[src/rtl/rv_core_pkg.sv]
`default_nettype none

package rv_core_pkg;

    typedef logic [31:0] xlen_t;
    typedef logic [4:0]  reg_addr_t;

    typedef enum logic [6:0] {
        OPC_LOAD   = 7'b0000011,
        OPC_OP_IMM = 7'b0010011,
        OPC_AUIPC  = 7'b0010111,
        OPC_STORE  = 7'b0100011,
        OPC_OP     = 7'b0110011,
        OPC_LUI    = 7'b0110111,
        OPC_BRANCH = 7'b1100011,
        OPC_JALR   = 7'b1100111,
        OPC_JAL    = 7'b1101111,
        OPC_SYSTEM = 7'b1110011
    } opcode_e;

    typedef enum logic [3:0] {
        ALU_ADD, ALU_SUB, ALU_SLL, ALU_SLT, ALU_SLTU, ALU_XOR,
        ALU_SRL, ALU_SRA, ALU_OR, ALU_AND, ALU_PASS_B
    } alu_op_e;

    typedef enum logic [1:0] {
        WB_ALU      = 2'd0,
        WB_LOAD     = 2'd1,
        WB_PC_PLUS4 = 2'd2
    } wb_sel_e;

    // instruction formats, msb first
    typedef struct packed {
        logic [6:0] funct7;
        reg_addr_t  rs2;
        reg_addr_t  rs1;
        logic [2:0] funct3;
        reg_addr_t  rd;
        logic [6:0] opcode;
    } r_fmt_t;

    typedef struct packed {
        logic [11:0] imm;
        reg_addr_t   rs1;
        logic [2:0]  funct3;
        reg_addr_t   rd;
        logic [6:0]  opcode;
    } i_fmt_t;

    typedef struct packed {
        logic [6:0] imm_hi;
        reg_addr_t  rs2;
        reg_addr_t  rs1;
        logic [2:0] funct3;
        logic [4:0] imm_lo;
        logic [6:0] opcode;
    } s_fmt_t;

    typedef struct packed {
        logic       imm12;
        logic [5:0] imm10_5;
        reg_addr_t  rs2;
        reg_addr_t  rs1;
        logic [2:0] funct3;
        logic [3:0] imm4_1;
        logic       imm11;
        logic [6:0] opcode;
    } b_fmt_t;

    typedef struct packed {
        logic [19:0] imm;
        reg_addr_t   rd;
        logic [6:0]  opcode;
    } u_fmt_t;

    typedef struct packed {
        logic       imm20;
        logic [9:0] imm10_1;
        logic       imm11;
        logic [7:0] imm19_12;
        reg_addr_t  rd;
        logic [6:0] opcode;
    } j_fmt_t;

    typedef union packed {
        r_fmt_t r;
        i_fmt_t i;
        s_fmt_t s;
        b_fmt_t b;
        u_fmt_t u;
        j_fmt_t j;
    } inst_u;

    typedef struct packed {
        alu_op_e    alu_op;
        logic       src_a_pc;   // operand a is the pc
        logic       src_b_imm;  // operand b is the immediate
        logic       is_branch;
        logic       is_jal;
        logic       is_jalr;
        logic       mem_read;
        logic       mem_write;
        logic [2:0] funct3;
        logic       reg_write;
        wb_sel_e    wb_sel;
        logic       csr_write;
        logic       csr_imm;    // csrrwi, value is the rs1 field
    } ctrl_t;

    typedef struct packed {
        xlen_t     pc;
        reg_addr_t rs1;
        reg_addr_t rs2;
        reg_addr_t rd;
        xlen_t     rs1_data;
        xlen_t     rs2_data;
        xlen_t     imm;
        ctrl_t     ctrl;
        logic      valid;
    } id_ex_t;

    typedef struct packed {
        xlen_t      alu_result;
        xlen_t      pc_plus4;
        reg_addr_t  rd;
        logic [2:0] funct3;
        wb_sel_e    wb_sel;
        logic [1:0] byte_off;
        logic       reg_write;
    } ex_wb_t;

    localparam logic [11:0] CSR_TOHOST_ADDR = 12'h51e;
    localparam xlen_t       NOP_INST        = 32'h0000_0013; // addi x0, x0, 0

endpackage

`default_nettype wire

[src/rtl/rv_writeback.sv]
`timescale 1ns/1ps
`default_nettype none

module rv_writeback import rv_core_pkg::*; (
    input  ex_wb_t    ex_wb_i,
    input  xlen_t     dmem_rdata_i,
    output logic      rf_we_o,
    output reg_addr_t rf_wa_o,
    output xlen_t     rf_wd_o
);

    logic [7:0]  ld_byte;
    logic [15:0] ld_half;
    xlen_t       ld_data;

    assign ld_byte = dmem_rdata_i[8*ex_wb_i.byte_off +: 8];
    assign ld_half = ex_wb_i.byte_off[1] ? dmem_rdata_i[31:16] : dmem_rdata_i[15:0];

    always_comb begin
        case (ex_wb_i.funct3)
            3'b000:  ld_data = {{24{ld_byte[7]}}, ld_byte};     // lb
            3'b001:  ld_data = {{16{ld_half[15]}}, ld_half};    // lh
            3'b100:  ld_data = {24'b0, ld_byte};                // lbu
            3'b101:  ld_data = {16'b0, ld_half};                // lhu
            default: ld_data = dmem_rdata_i;                    // lw
        endcase
    end

    always_comb begin
        case (ex_wb_i.wb_sel)
            WB_LOAD:     rf_wd_o = ld_data;
            WB_PC_PLUS4: rf_wd_o = ex_wb_i.pc_plus4;    // link value
            default:     rf_wd_o = ex_wb_i.alu_result;
        endcase
    end

    assign rf_wa_o = ex_wb_i.rd;
    assign rf_we_o = ex_wb_i.reg_write && ex_wb_i.rd != '0;

endmodule

`default_nettype wire

[config.mk]
export PLATFORM = sky130hd
export DESIGN_NAME = rv_writeback
export DESIGN_NICKNAME = d
export VERILOG_FILES = /design/src/rtl/rv_core_pkg.sv /design/src/rtl/rv_writeback.sv
export SDC_FILE = /design/constraint.sdc
export NUM_CORES = 1
export LEC_CHECK = 0
export ABC_CLOCK_PERIOD_IN_PS = 4900
export CAP_MARGIN = 20
export CORE_AREA = 2 2 57 59
export DETAILED_ROUTE_END_ITERATION = 8
export DIE_AREA = 0 0 59 61
export DONT_BUFFER_PORTS = 1
export PLACE_DENSITY = 0.57
export SYNTH_ARGS = -nofsm -noshare
export SYNTH_HDL_FRONTEND = slang
export SYNTH_SLANG_ARGS = --single-unit
[constraint.sdc]
create_clock -name vclk -period 4.9
set_input_delay 1.225 -clock vclk [all_inputs]
set_output_delay 1.225 -clock vclk [all_outputs]
set_load 0.005 [all_outputs]
# --- Word level (Yosys, flattened, before mapping) ---
# Index checks and enable logic that the tools add are counted.
word_totals:
  output_inout_bits: 38
  inputBits: 109
  regBits: 0
  wordCells: 12
op_classes:
  n_mux: 3
  reduce_logical: 3
  n_eq_ne: 5
  shift: 1
ops:
  columns: ["cell", "count"]
  rows:
  - ["32-bit one-hot mux with 4 select lines", 1]
  - ["32-bit one-hot mux with 2 select lines", 1]
  - ["32-bit by 6-bit variable part select with 8-bit output", 1]
  - ["16-bit two-way mux", 1]
  - ["3-bit == test, second input constant", 2]
  - ["5-bit nonzero test", 1]
  - ["3-bit by 1-bit == test with 1-bit output, second input constant", 1]
  - ["3-bit logical NOT", 1]
  - ["2-bit by 1-bit == test with 1-bit output, second input constant", 1]
  - ["2-bit == test, second input constant", 1]
  - ["1-bit logical AND", 1]

# --- Logic depth before layout (Yosys ltp) ---
depth:
  word_depth: 3
  ltp_mapped: 9
  depth_no_buf: 6

# --- Worst setup path before layout ---
# OpenSTA, ideal clock, no wires.
synth_timing:
  path_kind: "input to output"
  startpoint: "input ex_wb_i[3] in the netlist's numbering"
  endpoint: "output rf_wd_o[17]"
  required_ps: 3675
  setup_slack_ps: 1025
  arrival_time_ps: 2650
  path_stages: 9
  n_path_buf: 3
  cell_sequence: "inv_1 ha_1 clkbuf_2 nand2b_1 buf_4 a2111oi_4 o21ai_2 buf_6 o211ai_1"
synth_between:
  elab_chain_cells: 2
  word_cells_on_any_way: 3
  cone_classes: "2 x eq/ne; 1 x mux"
synth_rtl:
  columns: ["element", "line_no", "source"]
  rows:
  - ["start: declaration", "rv_writeback.sv:5", "input ex_wb_t ex_wb_i,"]
  - ["2-bit == test or 2-bit by 1-bit == test with 1-bit output (tied branches)", "rv_writeback.sv:30", "case (ex_wb_i.wb_sel)"]
  - ["32-bit one-hot mux with 2 select lines (*)", "rv_writeback.sv:30", null]
  - ["end: declaration", "rv_writeback.sv:9", "output xlen_t rf_wd_o"]
# Mark *: on every way between the ends. The rest lies on a longest branch, timed or not.

# --- Worst setup path in the final report ---
layout_timing:
  startpoint: "input ex_wb_i[3] in the netlist's numbering"
  endpoint: "output rf_wd_o[22]"
# The elaborated chain is that of the path after synthesis.

==> impl_metrics.env <==
export IMPL_outcome="finished clean"
export IMPL_finalMaxSlewViolations=0
export IMPL_finalNetCount=267
export IMPL_core_area_um2=2953
export IMPL_setup_viol=0
export IMPL_seq_cells=0
export IMPL_cp_end_kind="output pin"
export IMPL_die_h_um=61
export IMPL_worstSetupStartpointType="primary input"
export IMPL_worst_ep_arrival_time_ns=2.77
export IMPL_hold_slack_ns=2.450
export IMPL_drt_wl_total_um=4512
export IMPL_drtPass1Iterations=4
export IMPL_grt_pass1_wl_um=5947
export IMPL_yosysWarnings=0
export IMPL_fmax_mhz=250.3
export IMPL_first_iter_violations=53
export IMPL_num_io_pins=147
export IMPL_synth_cells=169
export IMPL_min_delay_start="ex_wb_i[9]"
export IMPL_clkbuf_count=0
export IMPL_grt_ovfl_total=0
export IMPL_grt_max_degree=42
export IMPL_synthToLayoutAreaGrowth_pct=-3.437
export IMPL_worstSetupPathType="primary input to output pin"
export IMPL_rows=20
export IMPL_cts_repair_resize_count=0
export IMPL_vias_per_cell=7.214
export IMPL_antenna_found_initial=0
export IMPL_grt_use_total_pct=21.80
export IMPL_vias=1349
export IMPL_ys_seq_area_share_pct=0
export IMPL_synth_area_top_cells="a22oi_1 21%, o211ai_1 11%, o22ai_1 8.0%"
export IMPL_yosysTopAreaCellShare_pct=20.62
export IMPL_port_buffer_count=0
export IMPL_fin_crit_ns=3.995
export IMPL_grt_pass1_vias=1193
export IMPL_die_width_um=59
export IMPL_cp_required_ns=3.67
export IMPL_tns_ns=0
export IMPL_final_common_cell="a22oi_1"
export IMPL_start_util_pct=36.99
export IMPL_cts_setup_buffers=0
export IMPL_slew_headroom_pct=57.35
export IMPL_whs_endpoint="rf_wa_o[1]"
export IMPL_final_cell_mix="30 x a22oi_1, 22 x nand2_1, 16 x o211ai_1"
export IMPL_n_antenna_cell=0
export IMPL_syn_avg_cell_area_um2=6.463
export IMPL_routabilityCongestion=0.8395
export IMPL_ys_types=33
export IMPL_dp_hpwl_um=3838
export IMPL_detail_route_wl_per_cell_um=24.13
export IMPL_worst_hold_path_num_cells=0
export IMPL_cap_viol_max_count=0
export IMPL_min_path_type="primary input to output pin"
export IMPL_syn_area_um2=1092
export IMPL_drtAntennaViolNets=0
export IMPL_p_leak_nw=0.3371
export IMPL_die_area_um2=3599
export IMPL_hold_violations=0
export IMPL_fillers=326
export IMPL_peakVddDrop_uv=28.07
export IMPL_period_share_pct=81.53
export IMPL_tightest_slew_ns=0.6397
export IMPL_rsz0062_at_grt="false"
export IMPL_synth_top_area_cell="a22oi_1"
export IMPL_power_density_nw_per_um2=100.6
export IMPL_seq_area_um2=0
export IMPL_crit_fanout=16
export IMPL_drive_above_1_share_pct=7.792
export IMPL_synth_nets=280
export IMPL_holdBufCountCts=0
export IMPL_drc=0
-- cell families after synthesis --
group / count (synthesis) / share of synthesized area (%)
compound gates: 90 / 59.45
fa+ha+maj: 2 / 2.291
buf+inv: 27 / 12.71
simple gates: 43 / 17.41
mux: 7 / 8.132
-- Yosys cell counts (all sizes together) (2+ instances only) --
master   number
a22oi        30
nand2        22
o211ai       16
o22ai        14
o21ai        11
buf          10
clkbuf        9
nor2          9
inv           7
o31ai         7
mux2          5
nand2b        5
a21oi         4
a2bb2oi       2
ha            2
nand3         2
nor2b         2
-- power breakdown --
group / switching [mW] / total [mW] / leakage (nW) / internal (mW)
clock: 0 / 0 / 0 / 0
combinational: 0.0626 / 0.106 / 0.337 / 0.0435
sequential: 0 / 0 / 0 / 0
total: 0.0626 / 0.106 / 0.337 / 0.0435
-- worst max-delay path: stages --
cell       delay, ns
inv_1           0.02
ha_1            0.44
nand2b_1        0.26
a2111oi_4       0.36
o21ai_2         0.26
o211ai_1        0.20
-- per-layer routing --
| metal | share of wire [%] | vias up | wire [um] | global-route usage (%) |
|---|---|---|---|---|
| met5 | 0 | - | 0 | 0 |
| li1 | - | 634 | - | - |
| met1 | 40 | 609 | 1793 | 27.88 |
| met2 | 50 | 106 | 2242 | 40.79 |
| met3 | 11 | 0 | 475 | 3.198 |
| met4 | 0 | 0 | 0 | 0.6494 |
-- per-stage QoR --
step	cell area, um2	setup WS [ns]	power [mW]	cells	utilization, %
CTS	1055	0.9113	0.1066	187	35.72
finish	1055	0.9050	0.1061	187	35.72
floorplan	1092	1.025	0.09296	169	-
global route	1055	0.7759	0.1181	187	35.72
detailed placement	1055	0.9259	0.1059	187	35.72
global placement	1055	0.9837	0.1038	187	35.72
-- worst max path at each step --
stage / startpoint / end / slack [ns] / depth (start not counted)
6_report: ex_wb_i[3] / rf_wd_o[22] / 0.91 / 6
3_5_place_dp: ex_wb_i[3] / rf_wd_o[29] / 0.93 / 6
5_1_grt: ex_wb_i[3] / rf_wd_o[23] / 0.78 / 6
3_3_place_gp: ex_wb_i[3] / rf_wd_o[19] / 0.98 / 6
2_1_floorplan: ex_wb_i[3] / rf_wd_o[17] / 1.02 / 9
4_1_cts: ex_wb_i[3] / rf_wd_o[29] / 0.91 / 6
-- cell type report --
| cell class | instances | area (um2) | area share (%) |
|---|---|---|---|
| Tap cell | 33 | 41.29 | 3.915 |
| Multi-Input combinational cell | 142 | 953.4 | 90.39 |
| Timing Repair Buffer | 4 | 30.03 | 2.847 |
| Inverter | 8 | 30.03 | 2.847 |
Power figures use the tool's default switching activity.
