### config.mk
export PLATFORM = sky130hd
export DESIGN_NAME = rv_decoder
export DESIGN_NICKNAME = d
export VERILOG_FILES = /design/src/rtl/rv_core_pkg.sv /design/src/rtl/rv_decoder.sv
export SDC_FILE = /design/constraint.sdc
export NUM_CORES = 1
export LEC_CHECK = 0
export BUFFER_PORTS_ARGS = -buffer_cell sky130_fd_sc_hd__buf_2
export CAP_MARGIN = 20
export CORE_MARGIN = 2
export CORE_UTILIZATION = 35
export DETAILED_ROUTE_END_ITERATION = 7
export PLACE_DENSITY_LB_ADDON = 0.15
export SYNTH_ARGS = -nofsm -noshare
export SYNTH_HDL_FRONTEND = slang
export SYNTH_SLANG_ARGS = --single-unit
### constraint.sdc
create_clock -name vclk -period 1.8
set_clock_uncertainty 0.2 [all_clocks]
set_input_delay 0.09 -clock vclk [all_inputs]
set_output_delay 0.09 -clock vclk [all_outputs]
set_load 0.02 [all_outputs]
### src/rtl/rv_core_pkg.sv
`default_nettype none

package rv_core_pkg;

    typedef logic [31:0] xlen_t;
    typedef logic [4:0]  reg_addr_t;

    typedef enum logic [6:0] {
        OPC_LOAD   = 7'b0000011,
        OPC_OP_IMM = 7'b0010011,
        OPC_AUIPC  = 7'b0010111,
        OPC_STORE  = 7'b0100011,
        OPC_OP     = 7'b0110011,
        OPC_LUI    = 7'b0110111,
        OPC_BRANCH = 7'b1100011,
        OPC_JALR   = 7'b1100111,
        OPC_JAL    = 7'b1101111,
        OPC_SYSTEM = 7'b1110011
    } opcode_e;

    typedef enum logic [3:0] {
        ALU_ADD, ALU_SUB, ALU_SLL, ALU_SLT, ALU_SLTU, ALU_XOR,
        ALU_SRL, ALU_SRA, ALU_OR, ALU_AND, ALU_PASS_B
    } alu_op_e;

    typedef enum logic [1:0] {
        WB_ALU      = 2'd0,
        WB_LOAD     = 2'd1,
        WB_PC_PLUS4 = 2'd2
    } wb_sel_e;

    // instruction formats, msb first
    typedef struct packed {
        logic [6:0] funct7;
        reg_addr_t  rs2;
        reg_addr_t  rs1;
        logic [2:0] funct3;
        reg_addr_t  rd;
        logic [6:0] opcode;
    } r_fmt_t;

    typedef struct packed {
        logic [11:0] imm;
        reg_addr_t   rs1;
        logic [2:0]  funct3;
        reg_addr_t   rd;
        logic [6:0]  opcode;
    } i_fmt_t;

    typedef struct packed {
        logic [6:0] imm_hi;
        reg_addr_t  rs2;
        reg_addr_t  rs1;
        logic [2:0] funct3;
        logic [4:0] imm_lo;
        logic [6:0] opcode;
    } s_fmt_t;

    typedef struct packed {
        logic       imm12;
        logic [5:0] imm10_5;
        reg_addr_t  rs2;
        reg_addr_t  rs1;
        logic [2:0] funct3;
        logic [3:0] imm4_1;
        logic       imm11;
        logic [6:0] opcode;
    } b_fmt_t;

    typedef struct packed {
        logic [19:0] imm;
        reg_addr_t   rd;
        logic [6:0]  opcode;
    } u_fmt_t;

    typedef struct packed {
        logic       imm20;
        logic [9:0] imm10_1;
        logic       imm11;
        logic [7:0] imm19_12;
        reg_addr_t  rd;
        logic [6:0] opcode;
    } j_fmt_t;

    typedef union packed {
        r_fmt_t r;
        i_fmt_t i;
        s_fmt_t s;
        b_fmt_t b;
        u_fmt_t u;
        j_fmt_t j;
    } inst_u;

    typedef struct packed {
        alu_op_e    alu_op;
        logic       src_a_pc;   // operand a is the pc
        logic       src_b_imm;  // operand b is the immediate
        logic       is_branch;
        logic       is_jal;
        logic       is_jalr;
        logic       mem_read;
        logic       mem_write;
        logic [2:0] funct3;
        logic       reg_write;
        wb_sel_e    wb_sel;
        logic       csr_write;
        logic       csr_imm;    // csrrwi, value is the rs1 field
    } ctrl_t;

    typedef struct packed {
        xlen_t     pc;
        reg_addr_t rs1;
        reg_addr_t rs2;
        reg_addr_t rd;
        xlen_t     rs1_data;
        xlen_t     rs2_data;
        xlen_t     imm;
        ctrl_t     ctrl;
        logic      valid;
    } id_ex_t;

    typedef struct packed {
        xlen_t      alu_result;
        xlen_t      pc_plus4;
        reg_addr_t  rd;
        logic [2:0] funct3;
        wb_sel_e    wb_sel;
        logic [1:0] byte_off;
        logic       reg_write;
    } ex_wb_t;

    localparam logic [11:0] CSR_TOHOST_ADDR = 12'h51e;
    localparam xlen_t       NOP_INST        = 32'h0000_0013; // addi x0, x0, 0

endpackage

`default_nettype wire

### src/rtl/rv_decoder.sv
`timescale 1ns/1ps
`default_nettype none

module rv_decoder import rv_core_pkg::*; (
    input  inst_u     inst_i,
    output ctrl_t     ctrl_o,
    output xlen_t     imm_o,
    output reg_addr_t rs1_o,
    output reg_addr_t rs2_o,
    output reg_addr_t rd_o
);

    xlen_t imm_itype;
    xlen_t imm_stype;
    xlen_t imm_btype;
    xlen_t imm_utype;
    xlen_t imm_jtype;
    logic  csr_hit;

    // bit 30 picks sub/sra, but only r-type uses it for sub
    function automatic alu_op_e funct_to_alu(input logic [2:0] f3, input logic alt,
                                             input logic reg_op);
        case (f3)
            3'b000:  return (alt && reg_op) ? ALU_SUB : ALU_ADD;
            3'b001:  return ALU_SLL;
            3'b010:  return ALU_SLT;
            3'b011:  return ALU_SLTU;
            3'b100:  return ALU_XOR;
            3'b101:  return alt ? ALU_SRA : ALU_SRL;
            3'b110:  return ALU_OR;
            default: return ALU_AND;
        endcase
    endfunction

    assign imm_itype = {{20{inst_i.i.imm[11]}}, inst_i.i.imm};
    assign imm_stype = {{20{inst_i.s.imm_hi[6]}}, inst_i.s.imm_hi, inst_i.s.imm_lo};
    assign imm_btype = {{19{inst_i.b.imm12}}, inst_i.b.imm12, inst_i.b.imm11,
                        inst_i.b.imm10_5, inst_i.b.imm4_1, 1'b0};
    assign imm_utype = {inst_i.u.imm, 12'b0};
    assign imm_jtype = {{11{inst_i.j.imm20}}, inst_i.j.imm20, inst_i.j.imm19_12,
                        inst_i.j.imm11, inst_i.j.imm10_1, 1'b0};

    // csrrw (001) or csrrwi (101) to the tohost register
    assign csr_hit = (inst_i.i.imm == CSR_TOHOST_ADDR) && (inst_i.i.funct3[1:0] == 2'b01);

    assign rs1_o = inst_i.r.rs1;    // uimm for csrrwi
    assign rs2_o = inst_i.r.rs2;
    assign rd_o  = inst_i.r.rd;

    always_comb begin
        ctrl_o        = '0;
        ctrl_o.alu_op = ALU_ADD;
        ctrl_o.wb_sel = WB_ALU;
        ctrl_o.funct3 = inst_i.r.funct3;
        imm_o         = imm_itype;
        case (opcode_e'(inst_i.r.opcode))
            OPC_OP: begin
                ctrl_o.alu_op    = funct_to_alu(inst_i.r.funct3, inst_i.r.funct7[5], 1'b1);
                ctrl_o.reg_write = 1'b1;
            end
            OPC_OP_IMM: begin
                ctrl_o.alu_op    = funct_to_alu(inst_i.r.funct3, inst_i.r.funct7[5], 1'b0);
                ctrl_o.src_b_imm = 1'b1;
                ctrl_o.reg_write = 1'b1;
            end
            OPC_LOAD: begin
                ctrl_o.src_b_imm = 1'b1;
                ctrl_o.mem_read  = 1'b1;
                ctrl_o.reg_write = 1'b1;
                ctrl_o.wb_sel    = WB_LOAD;
            end
            OPC_STORE: begin
                ctrl_o.src_b_imm = 1'b1;
                ctrl_o.mem_write = 1'b1;
                imm_o            = imm_stype;
            end
            OPC_BRANCH: begin
                ctrl_o.is_branch = 1'b1;    // alu sees rs1/rs2 for the compare
                imm_o            = imm_btype;
            end
            OPC_JAL: begin
                ctrl_o.is_jal    = 1'b1;
                ctrl_o.reg_write = 1'b1;
                ctrl_o.wb_sel    = WB_PC_PLUS4;
                imm_o            = imm_jtype;
            end
            OPC_JALR: begin
                ctrl_o.is_jalr   = 1'b1;
                ctrl_o.src_b_imm = 1'b1;
                ctrl_o.reg_write = 1'b1;
                ctrl_o.wb_sel    = WB_PC_PLUS4;
            end
            OPC_LUI: begin
                ctrl_o.alu_op    = ALU_PASS_B;
                ctrl_o.src_b_imm = 1'b1;
                ctrl_o.reg_write = 1'b1;
                imm_o            = imm_utype;
            end
            OPC_AUIPC: begin
                ctrl_o.src_a_pc  = 1'b1;
                ctrl_o.src_b_imm = 1'b1;
                ctrl_o.reg_write = 1'b1;
                imm_o            = imm_utype;
            end
            OPC_SYSTEM: begin
                ctrl_o.csr_write = csr_hit; // no rd write, csr reads are not kept
                ctrl_o.csr_imm   = inst_i.i.funct3[2];
            end
            default: ;                      // unknown opcode runs as a no-op
        endcase
    end

endmodule

`default_nettype wire

**After elaboration in Yosys (flattened, before gate mapping)**

Cells that the tools add are included.

- Register bits after elaboration: 0
- Input port bits: 32
- Output and inout port bits: 66
- Logic and storage cells: 40

- Equal/unequal tests: 18
- Mux-type cells: 16
- Reduce and logical (&&, ||, !) cells: 6

Operators with widths:

| kind | number |
|---|---|
| one-hot mux 31 bit (4 select lines) | 1 |
| one-hot mux 4 bit (7 select lines) | 2 |
| equality test 7 bit, second input constant | 4 |
| equality test 7 x 6 -> 1 bit, second input constant | 3 |
| equality test 7 x 5 -> 1 bit, second input constant | 2 |
| equality test 12 x 11 -> 1 bit, second input constant | 1 |
| one-hot mux 4 bit (3 select lines) | 1 |
| 2-to-1 mux 1 bit | 10 |
| equality test 3 bit, second input constant | 3 |
| equality test 7 x 2 -> 1 bit, second input constant | 1 |
| OR reduction 7 bit | 1 |
| equality test 3 x 2 -> 1 bit, second input constant | 2 |
| OR reduction 6 bit | 1 |
| one-hot mux 2 bit (2 select lines) | 1 |
| OR reduction 2 bit | 2 |
| equality test 3 x 1 -> 1 bit, second input constant | 1 |
| logical NOT 3 bit | 1 |
| equality test 2 x 1 -> 1 bit, second input constant | 1 |
| 2-to-1 mux 2 bit | 1 |
| logical AND 1 bit | 1 |

**Depth between registers and ports, before layout**

- Depth after elaboration: 3
- Depth in mapped cells: 5
- Depth with buffers taken out: 3

**Worst setup path before layout**

No wires, ideal clock.

- Kind: in2out
- From: input port inst_i[2] in the netlist's numbering
- To: output port ctrl_o[1] in the netlist's numbering
- Data arrival time: 1.569 ns
- Setup slack: -0.059 ns
- Stages on the path: 5
- Buffers on the path: 2
- Path through: buf_2 > nand4bb_1 > buf_2 > or2_2 > nor4_1

RTL lines:

| item | RTL line | source |
|---|---|---|
| start: declaration | rv_decoder.sv:5 | `input inst_u inst_i,` |
| end: declaration | rv_decoder.sv:6 | `output ctrl_t ctrl_o,` |

**Worst setup path after layout**

- From: input port inst_i[3] in the netlist's numbering
- To: output port imm_o[15]

- Word-level cells in the longest chain between the ends: 3

RTL lines:

| item | RTL line | source |
|---|---|---|
| equality test 7 x 5 -> 1 bit / equality test 7 x 6 -> 1 bit (equally long branches) | rv_decoder.sv:56 | `case (opcode_e'(inst_i.r.opcode))` |
| OR reduction 2 bit (no source line) | n/a |  |
| one-hot mux 31 bit (4 select lines) (*) | rv_decoder.sv:56 |  |
| end: declaration | rv_decoder.sv:7 | `output xlen_t imm_o,` |

Mark *: on every way between the ends. The rest lies on a longest branch, timed or not.

==> flow_summary_export.csv <==
group,metric,value,unit
outcome,status,"finished, final reports clean",
synth,synth_top_area_share,17.0,%
detailed_routing,route.met3.wl,246,microns
synth,yosys_warnings,0,
placement,place_ws,51.2,ps
detailed_routing,ant_nets,0,
worst_setup_path,endpoint_kind,"output port",
synth,syn_inst,119,
detailed_routing,remaining_drc_errors,0,
placement,numPortBuffers,98,
final_layout,seq_area,0,sq um
floorplanning,die-area,2800,sq um
power_and_ir_drop,comb_power_share,100.0,%
hold_path,hp-class,"in2out",
detailed_routing,drt_iter0_drc,20,
global_route,grt_max_degree,21,
worst_setup_path,worstSetupEndpoint,"imm_o[15]",
timing,finalCritPeriodShare,95.9,%
timing,tightest_slew,475,ps
detailed_routing,wl_met2,1.38,mm
timing,relSlewSlack,68.3,%
clock_tree,post_cts_resized,0,
power_and_ir_drop,ir_drop,0.000143,V
power_and_ir_drop,p_sw,190,uW
final_layout,final_cell_mix,"buf_2, a21o_1, nor2b_1, buf_4",
global_route,grt_pass1_vias,928,
run,maxCapViolCount,0,
final_layout,final_util,55.9,%
floorplanning,start_util,37.5,%
global_route,grt_pass1_wl,3.95,mm
final_layout,syn2layout_area_growth,49.2,%
placement,dpl.hpwl,2.30,mm
floorplanning,num_rows,17,
timing,setup_tns,0,ps
final_layout,drive_gt1_share,61.4,%
synth,seq_area_frac_synth,0,%
worst_setup_path,crit_required,1510,ps
worst_setup_path,cp.arrival,1440,ps
detailed_routing,dr.pass1.iters,4,
worst_setup_path,crit_type,"in2out",
detailed_routing,routed_via_density,5.11,
synth,synth.area.top_cells,"buf_4, a21o_1, mux2_2, nor2b_1, a22o_1",
timing,max_freq,579,MHz
clock_tree,cts_setup_buffers,0,
synth,synthDistinctLibCells,39,
floorplanning,die_x,52.9,microns
final_layout,nClkBuffers,0,
final_layout,diodes,0,
power_and_ir_drop,swShare,61.0,%
worst_setup_path,critPathMaxFanout,9,
final_layout,design.seq.count,0,
timing,setup_viol,0,
floorplanning,core_area,2230,sq um
timing,post-route-worst-setup-slack,74.3,ps
timing,finalHoldViolations,0,
worst_setup_path,startpoint,"inst_i[3]",
synth,syn_nets,151,
timing,period_needed,1730,ps
synth,synthesis.area,837,sq um
global_route,overflow,0,
global_route,grt_antenna_before_repair,0,
placement,gp_congestion,0.815,
final_layout,mostFrequentLayoutCell,"buf_2",
power_and_ir_drop,leakage,0.722,nW
synth,synth_top_area_cell,"buf_4",
floorplanning,num_io_pins,98,
power_and_ir_drop,seqPwrFrac,0,%
power_and_ir_drop,cellPowerDensity,249,nW/um^2
detailed_routing,wl,2.80,mm
detailed_routing,dr_total_vias,1150,
floorplanning,die_h,52.9,microns
timing,rsz0062_at_grt,"no",
global_route,grtUsageTotal,18.0,%
detailed_routing,routedWlPerCell,12.5,microns
detailed_routing,top_layer_used,"met4",
clock_tree,cts_hold_buf,0,
power_and_ir_drop,pwr-share-clk,0,%
timing,final-max-slew-violation-count,0,
power_and_ir_drop,internal-power,121,uW
detailed_routing,wl_met1,1.17,mm
synth,avgSynthCellArea,7.03,sq um
final_layout,fin_nets,231,
worst_setup_path,start_kind,"input port",
[synth_stat cells, types with 2 or more instances]
library cell,n
nor2_1,7
nor3_1,3
nor3b_1,3
a21o_1,11
and2_1,2
a22o_1,5
nand4_1,2
nor4_1,3
a21oi_1,3
o21ai_0,7
buf_2,2
clkbuf_1,5
mux2_2,7
nand3b_1,2
and3b_1,2
inv_1,2
nand4b_1,2
nand2b_1,3
buf_4,19
nor2b_1,9
nand3_1,2
[worst min path at each step]
stage,end,slack (ps),depth (start not counted),startpoint
2_1_floorplan,ctrl_o[5],90,1,inst_i[12]
3_3_place_gp,rs1_o[1],210,2,inst_i[16]
3_5_place_dp,rs1_o[3],210,2,inst_i[18]
4_1_cts,rs1_o[3],210,2,inst_i[18]
5_1_grt,rs1_o[3],230,2,inst_i[18]
6_report,rs1_o[3],210,2,inst_i[18]
[kinds of logic (layout without fill, tap and decap cells)]
kind of cell    count (synthesis)  after routing  synth area share, %
mux                             8              8                 10.6
buf+inv                        30            108                 23.2
compound gates                 34             34                 30.2
simple gates                   47             47                 36.0
[cell type report]
class / instances / area, sq um
Fill cell: 241 / 985
Multi-Input combinational cell: 89 / 656
Timing Repair Buffer: 106 / 551
Tap cell: 28 / 35.0
Inverter: 2 / 7.51
[power by group through the flow]
stage	Clock [mW]	Sequential [mW]	Combinational, mW
final	0	0	0.311
after global placement	0	0	0.306
after global routing	0	0	0.337
after floorplan	0	0	0.211
after detailed placement	0	0	0.311
after CTS	0	0	0.312
[metal layers]
| layer | GRT usage (%) | vias up |
|---|---|---|
| li1 | - | 577 |
| met4 | 2.14 | 0 |
| met1 | 23.7 | 507 |
| met2 | 33.3 | 64 |
| met3 | 0 | 2 |
| met5 | 0 | - |
[through the flow]
stage               area [sq um]  power (mW)  hold WS (ps)  cells
finish                      1250       0.311           212    225
global route                1250       0.337           225    225
CTS                         1240       0.312           213    225
detailed placement          1240       0.311           212    225
global placement            1240       0.306           210    225
floorplan                    843       0.211          92.6    119
[critical path: stages]
cell	delay [ps]
buf_2	130
or3b_4	380
a21oi_4	300
mux2_2	370
buf_2	160
Note: power is estimated with default switching activity, not from simulation.
