### config.mk
export PLATFORM = sky130hd
export DESIGN_NAME = rv_regfile
export DESIGN_NICKNAME = d
export VERILOG_FILES = /design/src/rtl/rv_core_pkg.sv /design/src/rtl/rv_regfile.sv
export SDC_FILE = /design/constraint.sdc
export NUM_CORES = 1
export LEC_CHECK = 0
export BUFFER_PORTS_ARGS = -buffer_cell sky130_fd_sc_hd__buf_2
export CORE_ASPECT_RATIO = 2
export CORE_UTILIZATION = 35
export DETAILED_ROUTE_END_ITERATION = 12
export PLACE_DENSITY = 0.5
export SLEW_MARGIN = 20
export SYNTH_ARGS = -nofsm -noshare
export SYNTH_HDL_FRONTEND = slang
export SYNTH_SLANG_ARGS = --single-unit
### constraint.sdc
create_clock -name clk -period 2.7 [get_ports clk]
set_input_delay 0.27 -clock clk [delete_from_list [all_inputs] [get_ports clk]]
set_output_delay 0.27 -clock clk [all_outputs]
set_load 0.05 [all_outputs]
### src/rtl/rv_core_pkg.sv
`default_nettype none

package rv_core_pkg;

    typedef logic [31:0] xlen_t;
    typedef logic [4:0]  reg_addr_t;

    typedef enum logic [6:0] {
        OPC_LOAD   = 7'b0000011,
        OPC_OP_IMM = 7'b0010011,
        OPC_AUIPC  = 7'b0010111,
        OPC_STORE  = 7'b0100011,
        OPC_OP     = 7'b0110011,
        OPC_LUI    = 7'b0110111,
        OPC_BRANCH = 7'b1100011,
        OPC_JALR   = 7'b1100111,
        OPC_JAL    = 7'b1101111,
        OPC_SYSTEM = 7'b1110011
    } opcode_e;

    typedef enum logic [3:0] {
        ALU_ADD, ALU_SUB, ALU_SLL, ALU_SLT, ALU_SLTU, ALU_XOR,
        ALU_SRL, ALU_SRA, ALU_OR, ALU_AND, ALU_PASS_B
    } alu_op_e;

    typedef enum logic [1:0] {
        WB_ALU      = 2'd0,
        WB_LOAD     = 2'd1,
        WB_PC_PLUS4 = 2'd2
    } wb_sel_e;

    // instruction formats, msb first
    typedef struct packed {
        logic [6:0] funct7;
        reg_addr_t  rs2;
        reg_addr_t  rs1;
        logic [2:0] funct3;
        reg_addr_t  rd;
        logic [6:0] opcode;
    } r_fmt_t;

    typedef struct packed {
        logic [11:0] imm;
        reg_addr_t   rs1;
        logic [2:0]  funct3;
        reg_addr_t   rd;
        logic [6:0]  opcode;
    } i_fmt_t;

    typedef struct packed {
        logic [6:0] imm_hi;
        reg_addr_t  rs2;
        reg_addr_t  rs1;
        logic [2:0] funct3;
        logic [4:0] imm_lo;
        logic [6:0] opcode;
    } s_fmt_t;

    typedef struct packed {
        logic       imm12;
        logic [5:0] imm10_5;
        reg_addr_t  rs2;
        reg_addr_t  rs1;
        logic [2:0] funct3;
        logic [3:0] imm4_1;
        logic       imm11;
        logic [6:0] opcode;
    } b_fmt_t;

    typedef struct packed {
        logic [19:0] imm;
        reg_addr_t   rd;
        logic [6:0]  opcode;
    } u_fmt_t;

    typedef struct packed {
        logic       imm20;
        logic [9:0] imm10_1;
        logic       imm11;
        logic [7:0] imm19_12;
        reg_addr_t  rd;
        logic [6:0] opcode;
    } j_fmt_t;

    typedef union packed {
        r_fmt_t r;
        i_fmt_t i;
        s_fmt_t s;
        b_fmt_t b;
        u_fmt_t u;
        j_fmt_t j;
    } inst_u;

    typedef struct packed {
        alu_op_e    alu_op;
        logic       src_a_pc;   // operand a is the pc
        logic       src_b_imm;  // operand b is the immediate
        logic       is_branch;
        logic       is_jal;
        logic       is_jalr;
        logic       mem_read;
        logic       mem_write;
        logic [2:0] funct3;
        logic       reg_write;
        wb_sel_e    wb_sel;
        logic       csr_write;
        logic       csr_imm;    // csrrwi, value is the rs1 field
    } ctrl_t;

    typedef struct packed {
        xlen_t     pc;
        reg_addr_t rs1;
        reg_addr_t rs2;
        reg_addr_t rd;
        xlen_t     rs1_data;
        xlen_t     rs2_data;
        xlen_t     imm;
        ctrl_t     ctrl;
        logic      valid;
    } id_ex_t;

    typedef struct packed {
        xlen_t      alu_result;
        xlen_t      pc_plus4;
        reg_addr_t  rd;
        logic [2:0] funct3;
        wb_sel_e    wb_sel;
        logic [1:0] byte_off;
        logic       reg_write;
    } ex_wb_t;

    localparam logic [11:0] CSR_TOHOST_ADDR = 12'h51e;
    localparam xlen_t       NOP_INST        = 32'h0000_0013; // addi x0, x0, 0

endpackage

`default_nettype wire

### src/rtl/rv_regfile.sv
`timescale 1ns/1ps
`default_nettype none

module rv_regfile import rv_core_pkg::*; (
    input  logic      clk,
    input  logic      rst_n_i,
    input  reg_addr_t ra1_i,
    input  reg_addr_t ra2_i,
    output xlen_t     rd1_o,
    output xlen_t     rd2_o,
    input  logic      we_i,
    input  reg_addr_t wa_i,
    input  xlen_t     wd_i
);

    xlen_t regs [32];

    always_ff @(posedge clk) begin
        if (we_i && wa_i != '0) begin
            regs[wa_i] <= wd_i;
        end
    end

    // x0 reads as zero ahead of the write-through bypass
    assign rd1_o = (ra1_i == '0) ? '0 : (we_i && wa_i == ra1_i) ? wd_i : regs[ra1_i];
    assign rd2_o = (ra2_i == '0) ? '0 : (we_i && wa_i == ra2_i) ? wd_i : regs[ra2_i];

    // write-back masks rd == x0 before it gets here
    a_no_x0_write: assert property (@(posedge clk) disable iff (!rst_n_i)
        we_i |-> wa_i != '0);

endmodule

`default_nettype wire

# After elaboration in Yosys (flattened, before gate mapping)
# Memory sizes are Yosys's and may differ from the RTL's.
# Cells that the tools add are included.
# Widths: inputs -> output; s select.
[totals]
register_bits = 0
mem_bits_rw = 1024
in_bits = 50
out_inout_bits = 64
memories = 1
[memory_table]
columns = ["memory", "words", "word_bits", "rd", "rd_ports_with_merged_regs", "write_ports", "line_no", "text"]
rows = [
  ["regs", 32, 32, 2, 0, 1, "rv_regfile.sv:16", "xlen_t regs [32];"],
]
[op_classes]
n_eq_ne = 2
muxes = 6
n_reduce_logical = 6
[op_table]
columns = ["op", "n"]
rows = [
  ["$mux 32", 4],
  ["$eq 5x5->1", 2],
  ["$logic_not 5->1", 2],
  ["$reduce_bool 5->1", 1],
  ["$logic_and 1x1->1", 3],
  ["$mux 1", 2],
]

# Logic depth before layout (Yosys ltp)
# Gate-level depths: netlist (run 1).
[logic_depth]
ltp_word = 4
depth_mapped = 10
ltp_nobuf = 5

# Worst setup path before layout (run 1)
# Ideal clock, no wire load.
[synth_timing]
path_kind = "input port to output port"
from = "input ra2_i[2]"
to = "output rd2_o[24]"
t_arrival_ps = 2691
t_required_ps = 2430
slack_ps = -261
stages = 7
n_path_buf = 3
cell_sequence = "buf_4 or3b_2 buf_2 buf_1 o221ai_1 a221oi_1 o31ai_1"
[synth_between]
elab_chain_len = 4
elab_cells_between_ends = 6
cone_classes = "eq/ne: 1; mux: 2; reduce/logical: 2; memory: 1"
[synth_rtl]
columns = ["item", "line_no", "text"]
rows = [
  ["from (decl)", "rv_regfile.sv:8", "input reg_addr_t ra2_i,"],
  ["parallel branches: the longest is 3 deep, another holds $mem_v2 32x32", "-", ""],
  ["$mux 32 *", "rv_regfile.sv:26", "assign rd2_o = (ra2_i == '0) ? '0 : (we_i && wa_i == ra2_i) ? wd_i : regs[ra2_i];"],
  ["to (decl)", "rv_regfile.sv:10", "output xlen_t rd2_o,"],
]
# Mark *: on every way between the ends.

==> results of run 1 <==
cell families (layout without fill, tap and decap cells):
group,count (synthesis),in the layout,share of synthesized area (%)
compound gates,415,415,6.44
xor+xnor,10,10,0.183
buf+inv,211,745,2.43
flops,1024,1024,64.2
mux,657,657,24.7
other cells,1,35,0.00783
simple gates,202,202,1.99
worst paths after layout:
check	start	to	slack (ps)	depth (start not counted)
hold / removal	wd_i[24]	regs[3][24]$_DFFE_PP_	80	1
setup / recovery	regs[27][20]$_DFFE_PP_	rd2_o[20]	-280	7
worst max-delay path, cell delays in order, from the launching register on:
cell	delay (ps)
edfxtp_1	390
mux4_2	470
mux2_4	300
a221oi_2	270
a2111oi_2	70
a21o_1	220
buf_12	140
buf_12	140
cell type report:
type	count	share of cell area [%]
antenna	3	0.0125
clock inverter	54	0.683
inverter	2	0.0125
sequential	1024	51.2
timing repair buffer	569	10.5
multi-input combinational	1316	29.8
clock buffer	120	4.18
tap	1737	3.62
through the flow:
step           instance area, um^2  setup WS, ps  TNS, ps
2_1_floorplan                48100          -147   -32060
3_3_place_gp                 55200          -622   -13730
3_5_place_dp                 55200          -622   -12940
4_1_cts                      59600          -342    -7110
5_1_grt                      60100          -355    -6340
6_report                     60100          -283    -4070
cells in the final DEF, fill, tap and decap left out, drive strengths merged, types with 48 or more instances in the layout:
| cell | Yosys | routed |
|---|---|---|
| mux4 | 417 | 417 |
| buf | 131 | 557 |
| nand2 | 58 | 58 |
| mux2i | 210 | 210 |
| clkbuf | 78 | 120 |
| nor2 | 74 | 74 |
| edfxtp | 1024 | 1024 |
| a22oi | 81 | 81 |
| a22o | 48 | 48 |
metal layers:
layer	global-route usage, %	vias to the layer above	part of all wire, %
li1	-	11883	-
met3	3.23	412	4.8
met5	0	-	0.0053
met1	30.9	16287	36
met2	49.0	1302	53
met4	14.7	2	5.7
power groups by stage:
stage	registers, mW	clock network (mW)	logic (mW)
after global placement	18.1	0	4.81
final	17.8	13.3	5.24
after detailed placement	18.2	0	4.83
after global routing	17.8	14.0	5.41
after CTS	17.8	13.5	5.19
after floorplan	18.1	0	2.39
what timing repair did:
item,in CTS,in global routing
gates resized for setup,279,87
setup endpoints to repair,64,63
pin swaps,101,64
hold endpoints to repair,109,0
setup buffers,22,23
hold buffers,12,0
==> run metrics, run 1 <==
yosys warns=0; Synth Register Bits=1024; Die ar.=138000 um^2; post-synthesis sequential area ratio=64.2%; fillers=11647; Layout Cells excl Fill=4825; Worst-Margin Slew=659 ps; synthesis-to-finish area growth=25.5%; critical path type=flop to output port; Max FO, Critical Path=2; Synth area leader=edfxtp_1; die width=264 um; Clk network pwr share=36.5%; vias=29886; Placed Cells=4622; via/cell ratio=6.19; share of the synthesized area in the top cell type=64.2%; fin crit share=110%; Synth Cell Area=47900 um^2; core area=136000 um^2; largest net degree at the start of global routing=47; Post-synth EDFFs=1024; Hold Fails Final Rpt=0; largest cells by area after synthesis=edfxtp_1, mux4_2, mux2i_1; Critical Path End Type=output port; combinational group share of total power=14.4%; TritonCTS buffer count=95; fmax=0.335 GHz; Mapped Cells=2520; Final Hold Slack=80.8 ps; DR DRC count=0; Total Wirelength=188 mm; outcome=finished with violations; top cells by count, synth=edfxtp_1, mux4_2, mux2i_1; min cycle time layout=2980 ps; first-pass iteration count of the detailed router=5; gr ovfl total=0; area of the multi-input gates=17900 um^2; root buf cell=clkbuf_16; worst min path class=input pin to flop; Leak Pwr=19.9 nW; Std-Cell Rows=191; Internal Dissipation=27.1 mW; sequential group share of total power=49.1%; Post-DP HPWL=123 mm; VDD IR max=0.000442 V; failing checks=setup timing; commonest register cell after synthesis=edfxtp_1; io pins=114; Distinct cells, synth=53; Mean Syn Cell Area=19.0 um^2; Largest Register=regs; Top Registers=regs (1024); clock sink count=1024; required time worst endpoint=2430 ps; clock slew at reported path FFs=70 ps; CTS tree=done; Final Slew Violations=0; Setup-failing EPs final=33; FF/Latch Area=30700 um^2; Worst Path Arrival=2710 ps; Final Power=36.3 mW; max-cap violation count=0; pwr dens=605 nW/um^2; initial antenna violation count=9; Final GP Congestion=0.841; Final #Nets=3058; most common cell in the netlist=edfxtp_1; sw frac=25.4%; Finished Core Util=44.4%; wire length per cell=39.0 um; Slew HR=56.1%; first-pass GRT wire length=258 mm; kind of start point of the critical path=flop; Post-synth ARST share=0%; number of global-route vias before repair=31743; Sw Pwr=9.23 mW; Final ANT Viol Nets=0; max reg flops=1024; setup slack after layout=-283 ps; share of layout cells above drive strength 1=44.5%; H-tree depth=3; Port Buffer Count=112; gr usage total=27.1%; Clock Tree Buf Depth=3; Die H=525 um; setup repair after global routing missed its margin=true; initial DRC count=2767; Initial Util=35.3%
(Power assumes the default switching activity.)
==> run 2: changes to the inputs <==
--- a/config.mk
+++ b/config.mk
@@ -7,9 +7,9 @@
 export LEC_CHECK = 0
 export BUFFER_PORTS_ARGS = -buffer_cell sky130_fd_sc_hd__buf_2
 export CORE_ASPECT_RATIO = 2
-export CORE_UTILIZATION = 35
+export CORE_UTILIZATION = 30
 export DETAILED_ROUTE_END_ITERATION = 12
-export PLACE_DENSITY = 0.5
+export PLACE_DENSITY = 0.48
 export SLEW_MARGIN = 20
 export SYNTH_ARGS = -nofsm -noshare
 export SYNTH_HDL_FRONTEND = slang
==> run 2 against run 1 <==
  * The run still ends with setup timing left
  * Clock-buffer cell count decreased by 12
  * Critical path type unchanged
  * Design area increased by 0.78%
  * Highest routed layer unchanged
  * Sequential power about the same
  * Largest power group unchanged
  * Critical path depth decreased by 1
==> run metrics, run 2 (synthesis results as in run 1) <==
die width=284 um (+8.0%); Hold Fails Final Rpt=0 (unchanged); wire length per cell=37.4 um (-4.0%); Worst Hold Depth=1 (unchanged); fin crit share=111% (+0.76 points); clock sink count=1024 (unchanged); most frequent cells in the layout=edfxtp_1, mux4_2, buf_4; Finished Core Util=38.1% (-6.2 points); Largest Register=regs; Post-DP HPWL=126 mm (+2.2%); Std-Cell Rows=207 (+8.4%); required time worst endpoint=2430 ps (about the same); Top Registers=regs (1024); Die ar.=161000 um^2 (+17%); Critical Path End Type=output port; via/cell ratio=5.84 (-5.6%); number of global-route vias before repair=32009 (+0.84%); failing checks=setup timing; DR DRC count=0 (unchanged); share of layout cells above drive strength 1=44.7% (+0.15 points); fmax=0.333 GHz (-0.68%); CTS tree=done; max reg flops=1024 (unchanged); VDD IR max=0.000452 V (+2.4%); clock slew at reported path FFs=70 ps (about the same); CP top delay family=multiplexers; synthesis-to-finish area growth=26.5%; core area=159000 um^2 (+17%); min cycle time layout=3000 ps (+20.4 ps); max incr delay on CP=470 ps (about the same); CP max stage cell=mux4_2; Worst-Margin Slew=1290 ps (+635 ps); H-tree depth=3 (unchanged); initial antenna violation count=10 (+1); vias=30177 (+0.97%); TritonCTS buffer count=92 (-3.2%); worst min path class=input pin to flop; Port Buffer Count=112 (unchanged); max-cap violation count=0 (unchanged); setup slack after layout=-303 ps (-20.4 ps); kind of start point of the critical path=flop; io pins=114 (unchanged); Worst Path Arrival=2730 ps (+20 ps); Setup WS pre-CTS=-452 ps (+170 ps); pwr dens=610 nW/um^2 (+0.89%); root buf cell=clkbuf_16; Final Slew Violations=0 (unchanged); worst path bufs/invs=1 (-1); Final #Nets=3043 (-0.49%); outcome=finished with violations; WHS Endpoint=regs[7][22]$_DFFE_PP_; Final ANT Viol Nets=0 (unchanged); Max FO, Critical Path=2 (unchanged); largest net degree at the start of global routing=36 (-23%); Clock Tree Buf Depth=3 (unchanged); Final Power=36.9 mW (+1.7%); Leak Pwr=19.9 nW (about the same); critical path type=flop to output port; Initial Util=30.2% (-5.2 points); first-pass GRT wire length=263 mm (+2.1%); first-pass iteration count of the detailed router=6 (+1); gr ovfl total=0 (unchanged); Total Wirelength=193 mm (+2.7%); leading cell type in the layout, fill and taps excluded=edfxtp_1; setup repair after global routing missed its margin=true; gr usage total=23.7% (-3.4 points); Final GP Congestion=0.838 (-0.33%); Slew HR=13.7% (-42 points); crit-path cells=mux4_2, mux2_4, a221oi_4, a2111oi_4, a21o_2, buf_12; hold path start=wd_i[22]; Setup-failing EPs final=31 (-6.1%); Die H=567 um (+8.0%); initial DRC count=3137 (+13%)
## run 2: power by group
part | total (mW) | leakage [nW] | switching [mW] | internal (mW)
combinational | 5.28 | 9.18 | 3.03 | 2.26
sequential | 17.8 | 9.25 | 0.102 | 17.7
clock | 13.8 | 1.47 | 6.19 | 7.65
## run 2: worst max-delay path by stage
stage,start,endpoint,slack [ps],depth (start not counted)
4_1_cts,regs[3][12]$_DFFE_PP_,rd1_o[12],-330,4
2_1_floorplan,wa_i[0],regs[20][0]$_DFFE_PP_,-150,4
6_report,regs[27][2]$_DFFE_PP_,rd2_o[2],-300,6
3_5_place_dp,ra1_i[0],rd1_o[31],-450,11
5_1_grt,regs[30][2]$_DFFE_PP_,rd2_o[2],-350,6
3_3_place_gp,ra1_i[0],rd1_o[13],-470,9
## run 2: cell type report
type                    instances  area (um^2)
fillers                     14407        98200
flip-flops and latches       1024        30700
multi-input cells            1316        17800
repair buffers                557         6260
well taps                    2090         2620
clock buffers                 108         2400
clock inverters                61          671
diodes                          5         12.5
inverters                       2         7.51
## run 2: stage by stage
step	hold slack (ps)	instance area, um^2	TNS (ps)	instances
2_1_floorplan	369	48100	-32060	2551
3_3_place_gp	617	55700	-13300	4972
3_5_place_dp	631	55700	-11530	4972
4_1_cts	23.3	60100	-5960	5141
5_1_grt	59.7	60600	-6720	5162
6_report	68.4	60600	-4380	5163
## run 2: timing repair
action | 4_1_cts | 5_1_grt
hold endpoints to repair | 84 | 0
gates resized for setup | 286 | 50
hold buffers | 8 | 0
endpoints found under the setup margin | 63 | 59
buffers inserted | 17 | 19
pin swaps | 107 | 40
## run 2: metal layers
| layer | share of wire, % | wire, um | track usage (%) |
|---|---|---|---|
| met2 | 52 | 101000 | 42.7 |
| met3 | 5.7 | 11000 | 3.29 |
| met5 | 0.011 | 22 | 0 |
| met1 | 35 | 67500 | 26.3 |
| met4 | 6.9 | 13300 | 14.3 |
